==> src/logic/icache_pkg.sv <==
package icache_pkg;

    // cache geometry
    localparam int ADDR_W         = 32;
    localparam int WORD_W         = 32;
    localparam int WORDS_PER_LINE = 8;
    localparam int LINE_W         = WORDS_PER_LINE * WORD_W;  // 256
    localparam int NUM_SETS       = 128;
    localparam int INDEX_W        = $clog2(NUM_SETS);         // 7
    localparam int OFFSET_W       = $clog2(LINE_W / 8);       // 5, byte offset
    localparam int TAG_W          = ADDR_W - INDEX_W - OFFSET_W;
    localparam int NUM_WAYS       = 2;

    typedef logic [ADDR_W-1:0]                 addr_t;
    typedef logic [WORD_W-1:0]                 word_t;
    typedef logic [LINE_W-1:0]                 line_t;  // word 0 in the low bits
    typedef logic [INDEX_W-1:0]                index_t;
    typedef logic [TAG_W-1:0]                  tag_t;
    typedef logic [$clog2(WORDS_PER_LINE)-1:0] word_sel_t;

    typedef enum logic [1:0] {
        IDLE,
        ASK_A,
        ASK_B,
        REFILL_DONE
    } miss_state_t;

    // index is the read address, tag and word belong to the pair in compare
    typedef struct packed {
        index_t    index_a;
        index_t    index_b;
        tag_t      tag_a;
        tag_t      tag_b;
        word_sel_t word_a;
        word_sel_t word_b;
    } lookup_t;

    typedef struct packed {
        index_t index;
        tag_t   tag;
        line_t  data;
    } refill_t;

    typedef struct packed {
        logic  hit_a;
        logic  hit_b;
        word_t word_a;
        word_t word_b;
    } way_result_t;

    typedef struct packed {
        addr_t pc;
        word_t inst_a;
        word_t inst_b;
        logic  valid;
    } fetch_pair_t;

endpackage

==> src/logic/fetch_select.sv <==
`timescale 1ns/1ns

module fetch_select (
    input  icache_pkg::way_result_t results_i [icache_pkg::NUM_WAYS],
    input  logic                    pending_i,
    input  icache_pkg::addr_t       pc_i,
    input  logic                    flush_mask_i,
    output logic                    hit_a_o,
    output logic                    hit_b_o,
    output logic                    hit_way_a_o,
    output logic                    hit_way_b_o,
    output icache_pkg::fetch_pair_t fetch_o
);
    import icache_pkg::*;

    logic  any_a;
    logic  any_b;
    word_t word_a;
    word_t word_b;

    always_comb begin
        any_a       = 1'b0;
        any_b       = 1'b0;
        hit_way_a_o = 1'b0;
        hit_way_b_o = 1'b0;
        word_a      = '0;
        word_b      = '0;
        for (int w = 0; w < NUM_WAYS; w++) begin
            if (results_i[w].hit_a) begin
                any_a       = 1'b1;
                hit_way_a_o = w[0];
                word_a      = results_i[w].word_a;
            end
            if (results_i[w].hit_b) begin
                any_b       = 1'b1;
                hit_way_b_o = w[0];
                word_b      = results_i[w].word_b;
            end
        end
    end

    assign hit_a_o = pending_i && any_a;  // only a real compare counts
    assign hit_b_o = pending_i && any_b;

    assign fetch_o.pc     = pc_i;
    assign fetch_o.inst_a = word_a;
    assign fetch_o.inst_b = word_b;
    assign fetch_o.valid  = hit_a_o && hit_b_o && !flush_mask_i;

    // a line lives in one way only
    always_comb begin
        if (pending_i) begin
            a_single_hit: assert final (!(results_i[0].hit_a && results_i[1].hit_a) &&
                                        !(results_i[0].hit_b && results_i[1].hit_b));
        end
    end

endmodule

==> config.mk <==
export PLATFORM = sky130hd
export DESIGN_NAME = fetch_select
export DESIGN_NICKNAME = d
export VERILOG_FILES = /design/src/logic/icache_pkg.sv /design/src/logic/fetch_select.sv
export SDC_FILE = /design/constraint.sdc
export NUM_CORES = 1
export LEC_CHECK = 0
export BUFFER_PORTS_ARGS = -buffer_cell sky130_fd_sc_hd__buf_2
export CORE_AREA = 3 3 104 106
export DETAILED_ROUTE_END_ITERATION = 7
export DIE_AREA = 0 0 107 109
export PLACE_DENSITY = 0.43
export SLEW_MARGIN = 20
export SYNTH_ARGS = -nofsm -noshare
export SYNTH_HDL_FRONTEND = slang
export SYNTH_SLANG_ARGS = --single-unit
==> constraint.sdc <==
create_clock -name vclk -period 0.8
set_input_delay 0.08 -clock vclk [all_inputs]
set_output_delay 0.08 -clock vclk [all_outputs]
set_load 0.02 [all_outputs]
# After elaboration in Yosys (flattened, before gate mapping)
# Cells that the tools add are included.
dict set report op_classes {
  reduce_logical 5
  muxes 10
}
# operator n
set ops {}
lappend ops {{$mux W32} 4}
lappend ops {{$mux W1} 6}
lappend ops {{$logic_and A1 B1 Y1} 4}
lappend ops {{$logic_not A1 Y1} 1}
dict set report totals {
  reg_bits 0
}

# Depth between registers and ports, before layout
dict set report logic_depth {
  word_depth 5
  mapped_depth 4
  ltp_nobuf 2
}

# Least setup slack after synthesis
# No wires, ideal clock.
dict set report synth_path {
  path_kind {input to output}
  start {input port results_i[65] (netlist bit)}
  end {output port fetch_o[0] (netlist bit)}
  path_slack_ps -260
  n_path_buf 1
  t_arrival_ps 980
  stages 3
  cell_sequence {buf_6 o21a_1 nor3b_1}
}
# item line
set synth_rtl {}
lappend synth_rtl {{start, declared} fetch_select.sv:4} ;# input icache_pkg::way_result_t results_i [icache_pkg::NUM_WAYS],
lappend synth_rtl {{end, declared} fetch_select.sv:12} ;# output icache_pkg::fetch_pair_t fetch_o

==> metrics <==
Top Usage Layer GRT=met2; overall die width=107 um; Critical Path Fanout Max=31; GRT met1 Usage=8.849%; max-slew violations=0; startpoint type of the worst setup path=input port; Leak Pwr=1.292 nW; library cell occupying the most area in the post-synthesis netlist=sky130_fd_sc_hd__a22o_1; layout filler cell count=1061; setup violators final=62; remaining number of nets flagged by the antenna check after routing=0; routed length per placed instance=13.27 um; synthesized netlist cell count=124; minimum setup slack in the final design=-0.1038 ns; worst slew margin relative to its limit=89.67%; count of max-cap constraint violations=0; Highest Clock Rate=1107 MHz; global routing usage on met2=18.35%; final sum of negative setup slack=-4.347 ns; hold-fix buffers at CTS=0; Synth Warn #=0; post-synthesis sequential area ratio=0%; power per cell area=718.6 nW/um2; number of global-route vias before repair=1769; multi-input gate area in the final layout=653.1 um2; synthesis-to-finish area growth=141.1%; standard cell with the maximum stage delay on the critical path=sky130_fd_sc_hd__a22o_2; most common cell in the netlist=sky130_fd_sc_hd__a22o_1; final critical delay including setup and external delays=0.9038 ns; initial standard-cell utilization of the core=10.15%; Cell Count Post-Placement=422; final hold violations=0; met3 usage in global routing=1.362%; Post-Syn Nets=290; actual transition at the worst max-transition pin=0.1547 ns; endpoint kind of the worst setup timing path=output pin; top cells by area in the synthesized netlist=sky130_fd_sc_hd__a22o_1 53%, sky130_fd_sc_hd__buf_4 26%, sky130_fd_sc_hd__buf_6 9.0%; Die Height=109 um; I/O pins=267; DR pass1 iterations=4; violations in the final reports=negative setup slack; fraction of synthesized cell area taken by the top area cell type=52.50%; vias per cell=3.934; area enclosed by the die boundary=11660 um2; Data arrival, critical path=0.82 ns; type of the worst min-delay path=input port to output pin; count of unresolved DRC violations after routing=0; placeable core region=9864 um2; result of the run=finished with violations; synthesized area=1001 um2; biggest cell delay along the critical path=0.22 ns; layout cell share with drive strength beyond 1=76.47%; layout sequential cell count=0; HPWL after detailed placement=4757 um; initial antenna violation count=0; cell-by-cell trace of the critical path=buf_8 -> nor2b_4 -> buf_12 -> a22o_2 -> buf_6; Seq. cell area=0 um2; most common library cells after synthesis=60 x sky130_fd_sc_hd__a22o_1, 34 x sky130_fd_sc_hd__buf_4, 8 x sky130_fd_sc_hd__buf_6; first-pass GRT wire length=8349 um; unrepaired setup endpoints after global routing=true; Total Wirelength=5599 um; number of buffer cells added on primary ports=203; Clock buffer cells=0; number of unique standard cell types used by synthesis=12; last weighted congestion value of the routability-driven placer=0.7061; vias post-DR=1660; pin count of the biggest net entering global routing=32; worst hold-check slack=0.1600 ns; # nets final=457; Worst EP required=0.72 ns; number of standard-cell rows in the floorplan=36; area of all placed cells without fillers=2414 um2; average instance area after synthesis=8.072 um2; post-layout utilization of the core=24.47%; DRC marker count from the first detailed-route iteration=36; critical setup path kind=input port to output pin; Total GRT Usage=8.576%; placed cell areas=1946 um2; antenna fix cells=0; fin crit share=113.0%; total gr overflow=0; count of placed standard cells in the final layout, fillers left out=422; maximum resistive drop on vdd=0.2587 mV
worst max-delay path: cells and delay by family:
kind / cells / cell delay (ns)
buffers and inverters: 3 / 0.38
AOI/OAI and AO/OA: 1 / 0.22
and+or+nand+nor: 1 / 0.12
stage by stage:
step / setup WS [ns] / power, mW
after floorplan: 0.007322 / 0.9735
after global placement: -0.1755 / 1.364
after detailed placement: -0.1838 / 1.373
after CTS: -0.1130 / 1.619
after global routing: -0.1451 / 1.852
final: -0.1038 / 1.734
cell usage in the layout (no fill, tap or decap):
master and n:
sky130_fd_sc_hd__o21a_4 1, sky130_fd_sc_hd__nor3b_4 1, sky130_fd_sc_hd__buf_12 6, sky130_fd_sc_hd__nor2b_1 1, sky130_fd_sc_hd__buf_6 62, sky130_fd_sc_hd__nand2_1 4
sky130_fd_sc_hd__nor2_1 1, sky130_fd_sc_hd__a22o_1 60, sky130_fd_sc_hd__o21ai_1 2, sky130_fd_sc_hd__o21ai_2 1, sky130_fd_sc_hd__nor2b_4 2, sky130_fd_sc_hd__buf_4 8
sky130_fd_sc_hd__nand2_2 2, sky130_fd_sc_hd__buf_2 134, sky130_fd_sc_hd__a22o_2 1, sky130_fd_sc_hd__buf_8 3
kinds of logic after synthesis:
group	after synthesis	share of synthesized area [%]
compound gates	65	55.75
buf+inv	48	37.50
simple gates	11	6.751
worst paths after layout:
kind | from | to | slack (ns) | depth (start not counted)
min | pc_i[0] | fetch_o[65] | 0.16 | 0
max | results_i[130] | fetch_o[32] | -0.10 | 5
report_power, final:
| group | internal (mW) | switching (mW) | leakage (nW) |
|---|---|---|---|
| sequential | 0 | 0 | 0 |
| combinational | 0.962 | 0.773 | 1.29 |
| clock | 0 | 0 | 0 |
cell type report:
type                       instances  share of cell area, %
timing repair buffer             213                  66.04
tap                              133                  6.895
multi-input combinational         76                  27.06
metal layers:
metal / routed length [um] / part of all wire (%) / up-vias
met5: 0 / 0 / -
met4: 38 / 0.68 / 0
met3: 557 / 9.9 / 8
met2: 3136 / 56 / 132
met1: 1867 / 33 / 738
li1: - / - / 782
timing repair:
| action | CTS | global route |
|---|---|---|
| endpoints found under the setup margin | 66 | 65 |
| pin swaps | 1 | 1 |
| resized for setup | 95 | 51 |
| setup buffers | 1 | 0 |
No activity file was read; power rests on OpenSTA's default activity.
