==> config.mk <==
export PLATFORM = sky130hd
export DESIGN_NAME = miss_fsm
export DESIGN_NICKNAME = d
export VERILOG_FILES = /design/src/logic/icache_pkg.sv /design/src/logic/miss_fsm.sv
export SDC_FILE = /design/constraint.sdc
export NUM_CORES = 1
export LEC_CHECK = 0
export BUFFER_PORTS_ARGS = -buffer_cell sky130_fd_sc_hd__buf_2
export CAP_MARGIN = 5
export CORE_AREA = 2 2 277 279
export DETAILED_ROUTE_END_ITERATION = 8
export DIE_AREA = 0 0 279 281
export GPL_TIMING_DRIVEN = 0
export PLACE_DENSITY = 0.3
export RECOVER_POWER = 25
export SETUP_SLACK_MARGIN = 0.4
export SLEW_MARGIN = 10
export SYNTH_ARGS = -nofsm -noshare
export SYNTH_HDL_FRONTEND = slang
export SYNTH_SLANG_ARGS = --single-unit
==> constraint.sdc <==
create_clock -name clk -period 6.58 [get_ports clk]
set_clock_uncertainty 0.2 [all_clocks]
set_input_delay 0.329 -clock clk [delete_from_list [all_inputs] [get_ports clk]]
set_output_delay 0.329 -clock clk [all_outputs]
set_load 0.1 [all_outputs]
==> src/logic/icache_pkg.sv <==
package icache_pkg;

    // cache geometry
    localparam int ADDR_W         = 32;
    localparam int WORD_W         = 32;
    localparam int WORDS_PER_LINE = 8;
    localparam int LINE_W         = WORDS_PER_LINE * WORD_W;  // 256
    localparam int NUM_SETS       = 128;
    localparam int INDEX_W        = $clog2(NUM_SETS);         // 7
    localparam int OFFSET_W       = $clog2(LINE_W / 8);       // 5, byte offset
    localparam int TAG_W          = ADDR_W - INDEX_W - OFFSET_W;
    localparam int NUM_WAYS       = 2;

    typedef logic [ADDR_W-1:0]                 addr_t;
    typedef logic [WORD_W-1:0]                 word_t;
    typedef logic [LINE_W-1:0]                 line_t;  // word 0 in the low bits
    typedef logic [INDEX_W-1:0]                index_t;
    typedef logic [TAG_W-1:0]                  tag_t;
    typedef logic [$clog2(WORDS_PER_LINE)-1:0] word_sel_t;

    typedef enum logic [1:0] {
        IDLE,
        ASK_A,
        ASK_B,
        REFILL_DONE
    } miss_state_t;

    // index is the read address, tag and word belong to the pair in compare
    typedef struct packed {
        index_t    index_a;
        index_t    index_b;
        tag_t      tag_a;
        tag_t      tag_b;
        word_sel_t word_a;
        word_sel_t word_b;
    } lookup_t;

    typedef struct packed {
        index_t index;
        tag_t   tag;
        line_t  data;
    } refill_t;

    typedef struct packed {
        logic  hit_a;
        logic  hit_b;
        word_t word_a;
        word_t word_b;
    } way_result_t;

    typedef struct packed {
        addr_t pc;
        word_t inst_a;
        word_t inst_b;
        logic  valid;
    } fetch_pair_t;

endpackage

==> src/logic/miss_fsm.sv <==
`timescale 1ns/1ns

module miss_fsm (
    input  logic                            clk,
    input  logic                            reset,
    input  logic                            fetch_en_i,
    input  icache_pkg::addr_t               pc_i,
    input  logic                            flush_i,
    input  logic                            ret_valid_i,
    input  icache_pkg::line_t               ret_data_i,
    input  logic                            hit_a_i,
    input  logic                            hit_b_i,
    input  logic                            victim_way_i,
    output logic                            stall_o,
    output logic                            rd_req_o,
    output icache_pkg::addr_t               rd_addr_o,
    output icache_pkg::lookup_t             lookup_o,
    output icache_pkg::refill_t             refill_o,
    output logic [icache_pkg::NUM_WAYS-1:0] refill_we_o,
    output icache_pkg::index_t              lru_index_o,
    output logic                            pending_o,
    output icache_pkg::addr_t               pc_o,
    output logic                            flush_mask_o
);
    import icache_pkg::*;

    miss_state_t state, next_state;
    addr_t pc_q, pc_b_q;  // held pair
    addr_t pc_b_in;
    addr_t miss_addr;
    logic  pending;       // pair waiting in compare stage
    logic  hit_b_q;
    logic  flush_q;
    logic  drop_one;
    logic  accept;
    logic  miss_seen;
    logic  asking;
    logic  ret_ok;
    logic  same_line;

    function automatic index_t index_of(addr_t a);
        return a[OFFSET_W +: INDEX_W];
    endfunction

    function automatic tag_t tag_of(addr_t a);
        return a[ADDR_W-1 -: TAG_W];
    endfunction

    assign pc_b_in      = pc_i + ADDR_W'(4);
    assign flush_mask_o = flush_i | flush_q;
    assign asking       = (state == ASK_A) || (state == ASK_B);
    assign same_line    = pc_q[ADDR_W-1:OFFSET_W] == pc_b_q[ADDR_W-1:OFFSET_W];
    assign ret_ok       = ret_valid_i && !drop_one && !flush_i;  // orphaned return is eaten

    assign miss_seen = (state == IDLE) && pending && !flush_mask_o && !(hit_a_i && hit_b_i);
    assign stall_o   = (state != IDLE) || miss_seen || flush_i;
    assign accept    = fetch_en_i && !stall_o;

    always_comb begin
        next_state = state;
        case (state)
            IDLE: begin
                if (miss_seen) begin
                    next_state = hit_a_i ? ASK_B : ASK_A;
                end
            end
            ASK_A: begin
                if (ret_ok) begin
                    next_state = (same_line || hit_b_q) ? REFILL_DONE : ASK_B;
                end
            end
            ASK_B: begin
                if (ret_ok) begin
                    next_state = REFILL_DONE;
                end
            end
            REFILL_DONE: next_state = IDLE;
            default:     next_state = IDLE;
        endcase
        if (flush_mask_o) begin
            next_state = IDLE;
        end
    end

    always_ff @(posedge clk) begin
        if (reset) begin
            state    <= IDLE;
            pending  <= 1'b0;
            hit_b_q  <= 1'b0;
            flush_q  <= 1'b0;
        end else begin
            state   <= next_state;
            pending <= accept || (state == REFILL_DONE && !flush_i);  // replay held pair
            flush_q <= flush_i;
            if (state == IDLE) begin
                hit_b_q <= hit_b_i;
            end
        end
    end

    // flush with a request in flight leaves one return to throw away
    always_ff @(posedge clk) begin
        if (reset) begin
            drop_one <= 1'b0;
        end else if (flush_i && ret_valid_i) begin
            drop_one <= 1'b0;
        end else if (flush_i && asking) begin
            drop_one <= 1'b1;
        end else if (ret_valid_i) begin
            drop_one <= 1'b0;
        end
    end

    always_ff @(posedge clk) begin
        if (accept) begin
            pc_q   <= pc_i;
            pc_b_q <= pc_b_in;
        end
    end

    always_comb begin
        if (state == IDLE) begin
            lookup_o.index_a = index_of(pc_i);
            lookup_o.index_b = index_of(pc_b_in);
        end else begin
            lookup_o.index_a = index_of(pc_q);
            lookup_o.index_b = index_of(pc_b_q);
        end
        lookup_o.tag_a  = tag_of(pc_q);
        lookup_o.tag_b  = tag_of(pc_b_q);
        lookup_o.word_a = pc_q[OFFSET_W-1:2];
        lookup_o.word_b = pc_b_q[OFFSET_W-1:2];
    end

    assign miss_addr = (state == ASK_B) ? pc_b_q : pc_q;
    assign rd_addr_o = {miss_addr[ADDR_W-1:OFFSET_W], OFFSET_W'(0)};  // line aligned
    assign rd_req_o  = asking && !flush_i;

    assign refill_o.index = index_of(miss_addr);
    assign refill_o.tag   = tag_of(miss_addr);
    assign refill_o.data  = ret_data_i;
    assign lru_index_o    = refill_o.index;
    assign refill_we_o    = (asking && ret_ok) ? (NUM_WAYS'(1) << victim_way_i) : '0;

    assign pending_o = pending;
    assign pc_o      = pc_q;

    a_no_req_idle: assert property (@(posedge clk) disable iff (reset)
        state == IDLE |-> !rd_req_o);

    a_one_way_written: assert property (@(posedge clk) disable iff (reset)
        $onehot0(refill_we_o));

    // memory side sees a stable request until it answers or a flush drops it
    a_req_stable: assert property (@(posedge clk) disable iff (reset)
        rd_req_o && !ret_valid_i && !flush_i |=> flush_i || (rd_req_o && $stable(rd_addr_o)));

endmodule

# Yosys cells after proc, flatten, opt, wreduce, memory -nomap -nowiden
# Index checks and enable logic that the tools add are counted.
# word_totals
register_bits	70
inputBits	296
out_inout_bits	420
wordCells	56
# op_classes
add_sub_neg	1
eq_ne	7
n_shift	1
mux	11
bitwise_logic	1
reduce_logical	28
# op_table
cell	count
adder 32 x 3 -> 32 bit, second input constant	1
2-to-1 mux 32 bit	1
equality test 27 bit	1
2-to-1 mux 14 bit	1
logical AND 1 bit	12
2-to-1 mux 2 bit	5
one-hot mux 2 bit (4 select lines)	1
!= test 2 bit, second input constant	3
logical NOT 1 bit	5
logical OR 1 bit	5
equality test 2 bit, second input constant	2
nonzero test 2 bit	2
OR reduction 2 bit	2
2-to-1 mux 1 bit	3
AND reduction 3 bit	1
equality test 2 x 1 -> 1 bit, second input constant	1
logical NOT 2 bit	1
<< shifter 1 x 1 -> 2 bit, first input constant	1
OR 1 bit	1

# Logic depth before layout (Yosys ltp)
# Gate-level depths: netlist (run 1).
# depth
word_depth	9
depth_mapped	7
ltp_nobuf	6

# Least setup slack after synthesis (run 1)
# No wires, ideal clock.
# synth_timing
path_type	register to register
from	reg state[0]
to	reg pc_b_q[10] (enable)
setup_time_ns	0.482
t_arrival_ns	4.707
t_required_ns	5.898
setup_slack_ns	1.191
stages_incl_launch_ff	7
n_path_buf	1
period_less_slack_ns	5.389
path_cell_list	dfxtp_1 > inv_1 > ha_1 > clkbuf_1 > a21boi_0 > nand2b_1 > nor2_1
# synth_via
elab_chain_len	8
elab_cells_between_ends	9
cone_classes	reduce/logical: 9
# synth_rtl
item	line_no	rtl
from (decl)	miss_fsm.sv:27	miss_state_t state, next_state;
from (signal assigned)	miss_fsm.sv:92	state <= next_state;
logical NOT 2 bit	miss_fsm.sv:55	assign miss_seen = (state == IDLE) && pending && !flush_mask_o && !(hit_a_i && hit_b_i);
logical AND 1 bit (3 in series)	miss_fsm.sv:55	
logical OR 1 bit (*) (2 in series)	miss_fsm.sv:56	assign stall_o = (state != IDLE) || miss_seen || flush_i;
net stall_o	miss_fsm.sv:14	output logic stall_o,
logical NOT 1 bit (*)	miss_fsm.sv:57	assign accept = fetch_en_i && !stall_o;
logical AND 1 bit (*)	miss_fsm.sv:57	
net accept	miss_fsm.sv:35	logic accept;
to (signal assigned)	miss_fsm.sv:117	pc_b_q <= pc_b_in;
to (decl)	miss_fsm.sv:28	addr_t pc_q, pc_b_q;
# Mark *: on every way through the listed nets, which the timed path passes. The rest lies on a longest branch.
# A chain may end at the register's enable or synchronous reset.

==> impl_metrics.ini, run 1 <==
[logic_synthesis]
ys_warn_count = 0
ys_ff_latch = 68
postSynthCellCount = 607
synth.distinct_cells = 38
synth.avg_cell_area_um2 = 10.1
ys_seq_area_share_pct = 32.3
netlist_area_mm2 = 0.00614

[drt]
drcViolationCount = 0
wire_per_inst_um = 15.1
post_drt_via_cell_ratio = 2.69
maxUsedRoutingLayer = met5
drt_first_pass_iters = 4
wl_met3_mm = 2.69
m1WireLength_mm = 12.5
num_vias = 5618
wl_mm = 31.5
detail-route-antenna-nets = 0
wl_met2_mm = 15.3
first_iter_violations = 110

[cells_and_area]
final_cells = 2088
synthToLayoutAreaGrowth_pct = 63.3
layout.nets = 1402
layout-drive-gt1-share_pct = 66.1
postLayoutCellArea_mm2 = 0.0100

[worst_setup_path]
crit_arrival_ps = 3130
path_max_fanout = 10
slowest_delay_ps = 810
critPathKind = reg -> out
path_common_cell = buf_2
cp-end-kind = output port
reg2reg_slack_ps = 3280
critPathTopFamily = buffers and inverters
cp_num_buf_inv = 5
required_ps = 6050
crit_chain = inv_1, ha_1, buf_2, buf_1, mux2_2, buf_4, buf_2
crit_slowest_cell = buf_1
worstSetupStartpointType = flop

[clock_network]
cts_max_level = 3
cts_resized = 0
numCtsBuffers = 9
cts_max_path_buffers = 2
cts-root-buf = clkbuf_16
worst_skew_pair.late_latency_ps = 370
cts_tree = done
clk_pin_slew_ps = 60
cts_sinks = 68

[global_route]
grt_max_degree = 26
grt_pass1_wl_mm = 40.0
overflow = 0
grt_antenna_before_repair = 7
grt_pass1_vias = 5506
track_usage_pct = 7.35

[sta]
setup_violations = 0
final-hold-violation-count = 0
hold_ws_ps = 73.8
maxSlewHeadroom_pct = 21.5
tns_ps = 0
fin_crit_sh_pct = 55.7
finalMaxSlewViolations = 0
tightest_slew_ps = 1180
grt_setup_unrepaired = false
max_freq_mhz = 273
min_period_ps = 3660

[floorplanning]
die_w_um = 279
io_pins = 716
num_rows = 101
core_area_mm2 = 0.0754
fp.dieH_um = 281
dieArea_mm2 = 0.0784
initial_core_util_pct = 8.14

[place]
place_congestion = 0.699
port_buffers = 454
dp.cells = 2045
placed_area_mm2 = 0.00970
hpwl_mm = 27.6

[power]
vdd_ir_drop_max_v = 0.000122
power_uw = 2330
leakage_uw = 0.00452
powerDensity_mw_per_mm2 = 232

[hold_path]
hold_class = in -> reg

[job]
maxCapViolCount = 0

[status]
status = finished, final reports clean
-- worst paths after layout --
check	from	end	depth (start not counted)
max reg2reg	state[0]$_SDFFE_PP0P_	pc_o[21]$_DFFE_PP_	7
min reg2reg	hit_b_q$_SDFFE_PP0N_	hit_b_q$_SDFFE_PP0N_	2
max	state[0]$_SDFFE_PP0P_	refill_o[261]	7
min	fetch_en_i	pending_o$_SDFF_PP0_	3
-- through the flow --
stage	util (%)	worst slack [ps]
after floorplan	-	1190
after global placement	12.8	-1280
after detailed placement	12.9	3030
after CTS	13.5	2600
after global routing	13.3	2570
final	13.3	2920
-- cell families (layout without fill, tap and decap cells) --
kind of cell,count (synthesis),count (layout),synth area share [%]
fa+ha+maj,6,6,1.22
mux,43,43,7.84
other cells,1,10,0.0611
xor+xnor,55,55,7.97
buf+inv,354,848,42.6
simple gates,70,70,6.95
flops,68,68,32.3
compound gates,10,10,1.06
-- per-layer routing --
| layer | track usage [%] | vias to the layer above |
|---|---|---|
| met1 | 8.50 | 2601 |
| met2 | 12.2 | 321 |
| li1 | - | 2657 |
| met3 | 2.81 | 35 |
| met5 | 0 | - |
| met4 | 2.94 | 4 |
-- tightest hold or removal path, cell delays in order --
cell and delay [ps]:
buf_2 90, a21oi_1 50, nor3_1 110
-- power by group --
group / total [uW] / switching [uW] / internal, uW
logic: 1330 / 1090 / 237
registers: 515 / 20.2 / 495
clock network: 480 / 227 / 253
total: 2330 / 1340 / 986
-- what timing repair did --
item | CTS | global route
hold endpoints to repair | 22 | 0
hold buffers | 22 | 0
setup buffers | 0 | 0
-- registers in the layout (all words and copies together) (netlist names) --
name,cells
drop_one,1
flush_q,1
hit_b_q,1
pc_b_q,30
pc_o,32
pending_o,1
state,2
-- layout by cell type (no fill, tap or decap), types with 3 or more instances in the layout --
cell type      instances
buf_1                  3
clkbuf_16              9
and4_1                 4
mux2_2                41
dlygate4sd3_1         22
nand2_1               13
nand3_1               11
nand4_1                8
edfxtp_1              62
ha_1                   6
inv_1                  5
nor4_1                 5
a21oi_1                3
diode_2                5
clkbuf_1             137
dfxtp_1                6
nor2_1                 9
buf_2                322
conb_1                 5
buf_4                343
xnor2_1               35
nor3_1                 3
xor2_1                19
-- synthesized netlist by cell type (all sizes together) --
library cell    n  share of area, %
a211o           1              0.14
a211oi          2              0.24
a21boi          1              0.12
a21oi           3              0.24
and2            2              0.20
and3            2              0.20
and4            6              0.94
buf           347                42
clkbuf          2              0.12
conb            1             0.061
dfxtp           6               2.0
edfxtp         62                30
ha              6               1.2
inv             5              0.31
mux2           41               7.5
mux2i           2              0.33
nand2          13              0.79
nand2b          2              0.20
nand3          11              0.90
nand4          10               1.4
nor2           10              0.61
nor2b           1              0.10
nor3            5              0.77
nor4            5              0.51
nor4b           1              0.14
o21ai           2              0.16
o22a            1              0.14
or2             1              0.10
or3             1              0.10
xnor2          35               5.0
xor2           20               3.0
-- cell type report --
cell class              count  area (um^2)
plain buffers             349         2600
diodes                      5         12.5
repair buffers            478         2370
inverters                   5         18.8
clock buffers              11          233
clock inverters             5         28.8
fillers                  8700        65400
flip-flops and latches     68         1980
multi-input cells         189         1560
well taps                 978         1220
Note: power is estimated with default switching activity, not from simulation.
==> run 2, diff against run 1 <==
clock period = 3.7 ns   (was 6.58 ns; I/O delays follow)
==> impl_metrics.ini, run 2 (synthesis results as in run 1) <==
[power]
leakage_uw = 0.00465
vdd_ir_drop_max_v = 0.000226
powerDensity_mw_per_mm2 = 415

[cells_and_area]
fillers = 8665
mostFrequentLayoutCell = buf_4
synthToLayoutAreaGrowth_pct = 67.9
largest_reg_flops = 32
layout-drive-gt1-share_pct = 66.0
final_cells = 2104
layout.nets = 1419
layout_common_cells = buf_4 (344), buf_2 (322), clkbuf_1 (134)

[hold_path]
hold_class = in -> reg

[place]
hpwl_mm = 26.3
place_congestion = 0.670
dpl_worst_slack_ps = 235
dp.cells = 2046
port_buffers = 454

[worst_setup_path]
crit_arrival_ps = 2760
cp-end-kind = output port
reg2reg_slack_ps = 770
worstSetupStartpointType = input pin
path_max_fanout = 5
required_ps = 3310
critPathKind = in -> out

[sta]
setup_violations = 0
max_freq_mhz = 318
final-hold-violation-count = 0
grt_setup_unrepaired = false
maxSlewHeadroom_pct = 21.9
min_period_ps = 3150
fin_ws_ps = 551
finalMaxSlewViolations = 0
tightest_slew_ps = 1180
fin_crit_sh_pct = 85.1

[clock_network]
clk_pin_slew_ps = 70
numCtsBuffers = 9
cts_tree = done
cts_sinks = 68
worst_skew_pair.late_latency_ps = 380
cts_max_path_buffers = 2
cts-root-buf = clkbuf_16
cts_max_level = 3

[global_route]
grt_antenna_before_repair = 4
track_usage_pct = 7.01
overflow = 0
grt_max_degree = 27
grt_pass1_wl_mm = 38.0
grt_pass1_vias = 5285

[status]
status = finished, final reports clean

[floorplanning]
num_rows = 101
dieArea_mm2 = 0.0784
core_area_mm2 = 0.0754
die_w_um = 279
io_pins = 716
fp.dieH_um = 281
initial_core_util_pct = 8.14

[drt]
maxUsedRoutingLayer = met5
wl_mm = 30.3
wl_met2_mm = 15.4
wire_per_inst_um = 14.4
first_iter_violations = 95
num_vias = 5641
detail-route-antenna-nets = 0
drt_first_pass_iters = 4
wl_met3_mm = 1.75
post_drt_via_cell_ratio = 2.68
m1WireLength_mm = 12.4
drcViolationCount = 0

[job]
maxCapViolCount = 0
==> run 2: worst max-delay path: stages <==
cell	delay, ps
dlygate4sd3_1	520
clkbuf_1	210
ha_1	250
and4_1	270
and3_1	430
nand2_1	120
xnor2_1	230
mux2_2	200
clkbuf_4	330
==> run 2: area by class of cell <==
| type | instances | area (um^2) | area share [%] |
|---|---|---|---|
| clock inverters | 7 | 82.6 | 0.801 |
| diodes | 4 | 10.0 | 0.0971 |
| flip-flops and latches | 68 | 1980 | 19.2 |
| well taps | 978 | 1220 | 11.9 |
| inverters | 5 | 18.8 | 0.182 |
| repair buffers | 495 | 2560 | 24.9 |
| plain buffers | 349 | 2610 | 25.3 |
| clock buffers | 9 | 225 | 2.18 |
| multi-input cells | 189 | 1590 | 15.4 |
==> run 2: repair_timing <==
action	in CTS	in global routing
pin swaps	0	0
resized for setup	10	2
endpoints found under the hold margin	61	0
hold buffers	38	0
buffers inserted	0	0
setup endpoints to repair	71	2
==> run 2: path summary, 6_finish.rpt <==
kind / from / to / depth (start not counted)
max: pc_i[2] / lookup_o[51] / 9
min: fetch_en_i / pc_b_q[8]$_DFFE_PP_ / 3
max reg2reg: state[1]$_SDFFE_PP0P_ / pc_b_q[17]$_DFFE_PP_ / 8
min reg2reg: hit_b_q$_SDFFE_PP0N_ / hit_b_q$_SDFFE_PP0N_ / 2
==> run 2: power by group <==
group | total, uW | internal (uW) | switching, uW
clock | 975 | 533 | 442
sequential | 917 | 880 | 37.0
combinational | 2390 | 439 | 1950
total | 4280 | 1850 | 2420
==> run 2: routing by layer <==
metal  track usage (%)  up-vias
met2              11.9      319
met5                 0        -
met3              1.82       29
li1                  -     2683
met1              8.37     2608
met4              2.83        2
==> run 2: per-stage QoR <==
step / utilization, % / setup TNS, ps / hold WS (ps) / power, uW / instance area (um^2)
5_1_grt: 13.7 / 0 / 85.5 / 4460 / 10300
3_5_place_dp: 12.9 / 0 / 165 / 3330 / 9750
6_report: 13.7 / 0 / 101 / 4280 / 10300
3_3_place_gp: 12.8 / -44880 / 166 / 3320 / 9680
4_1_cts: 13.9 / 0 / 64.1 / 4420 / 10500
2_1_floorplan: - / 0 / 56.6 / 2980 / 6180
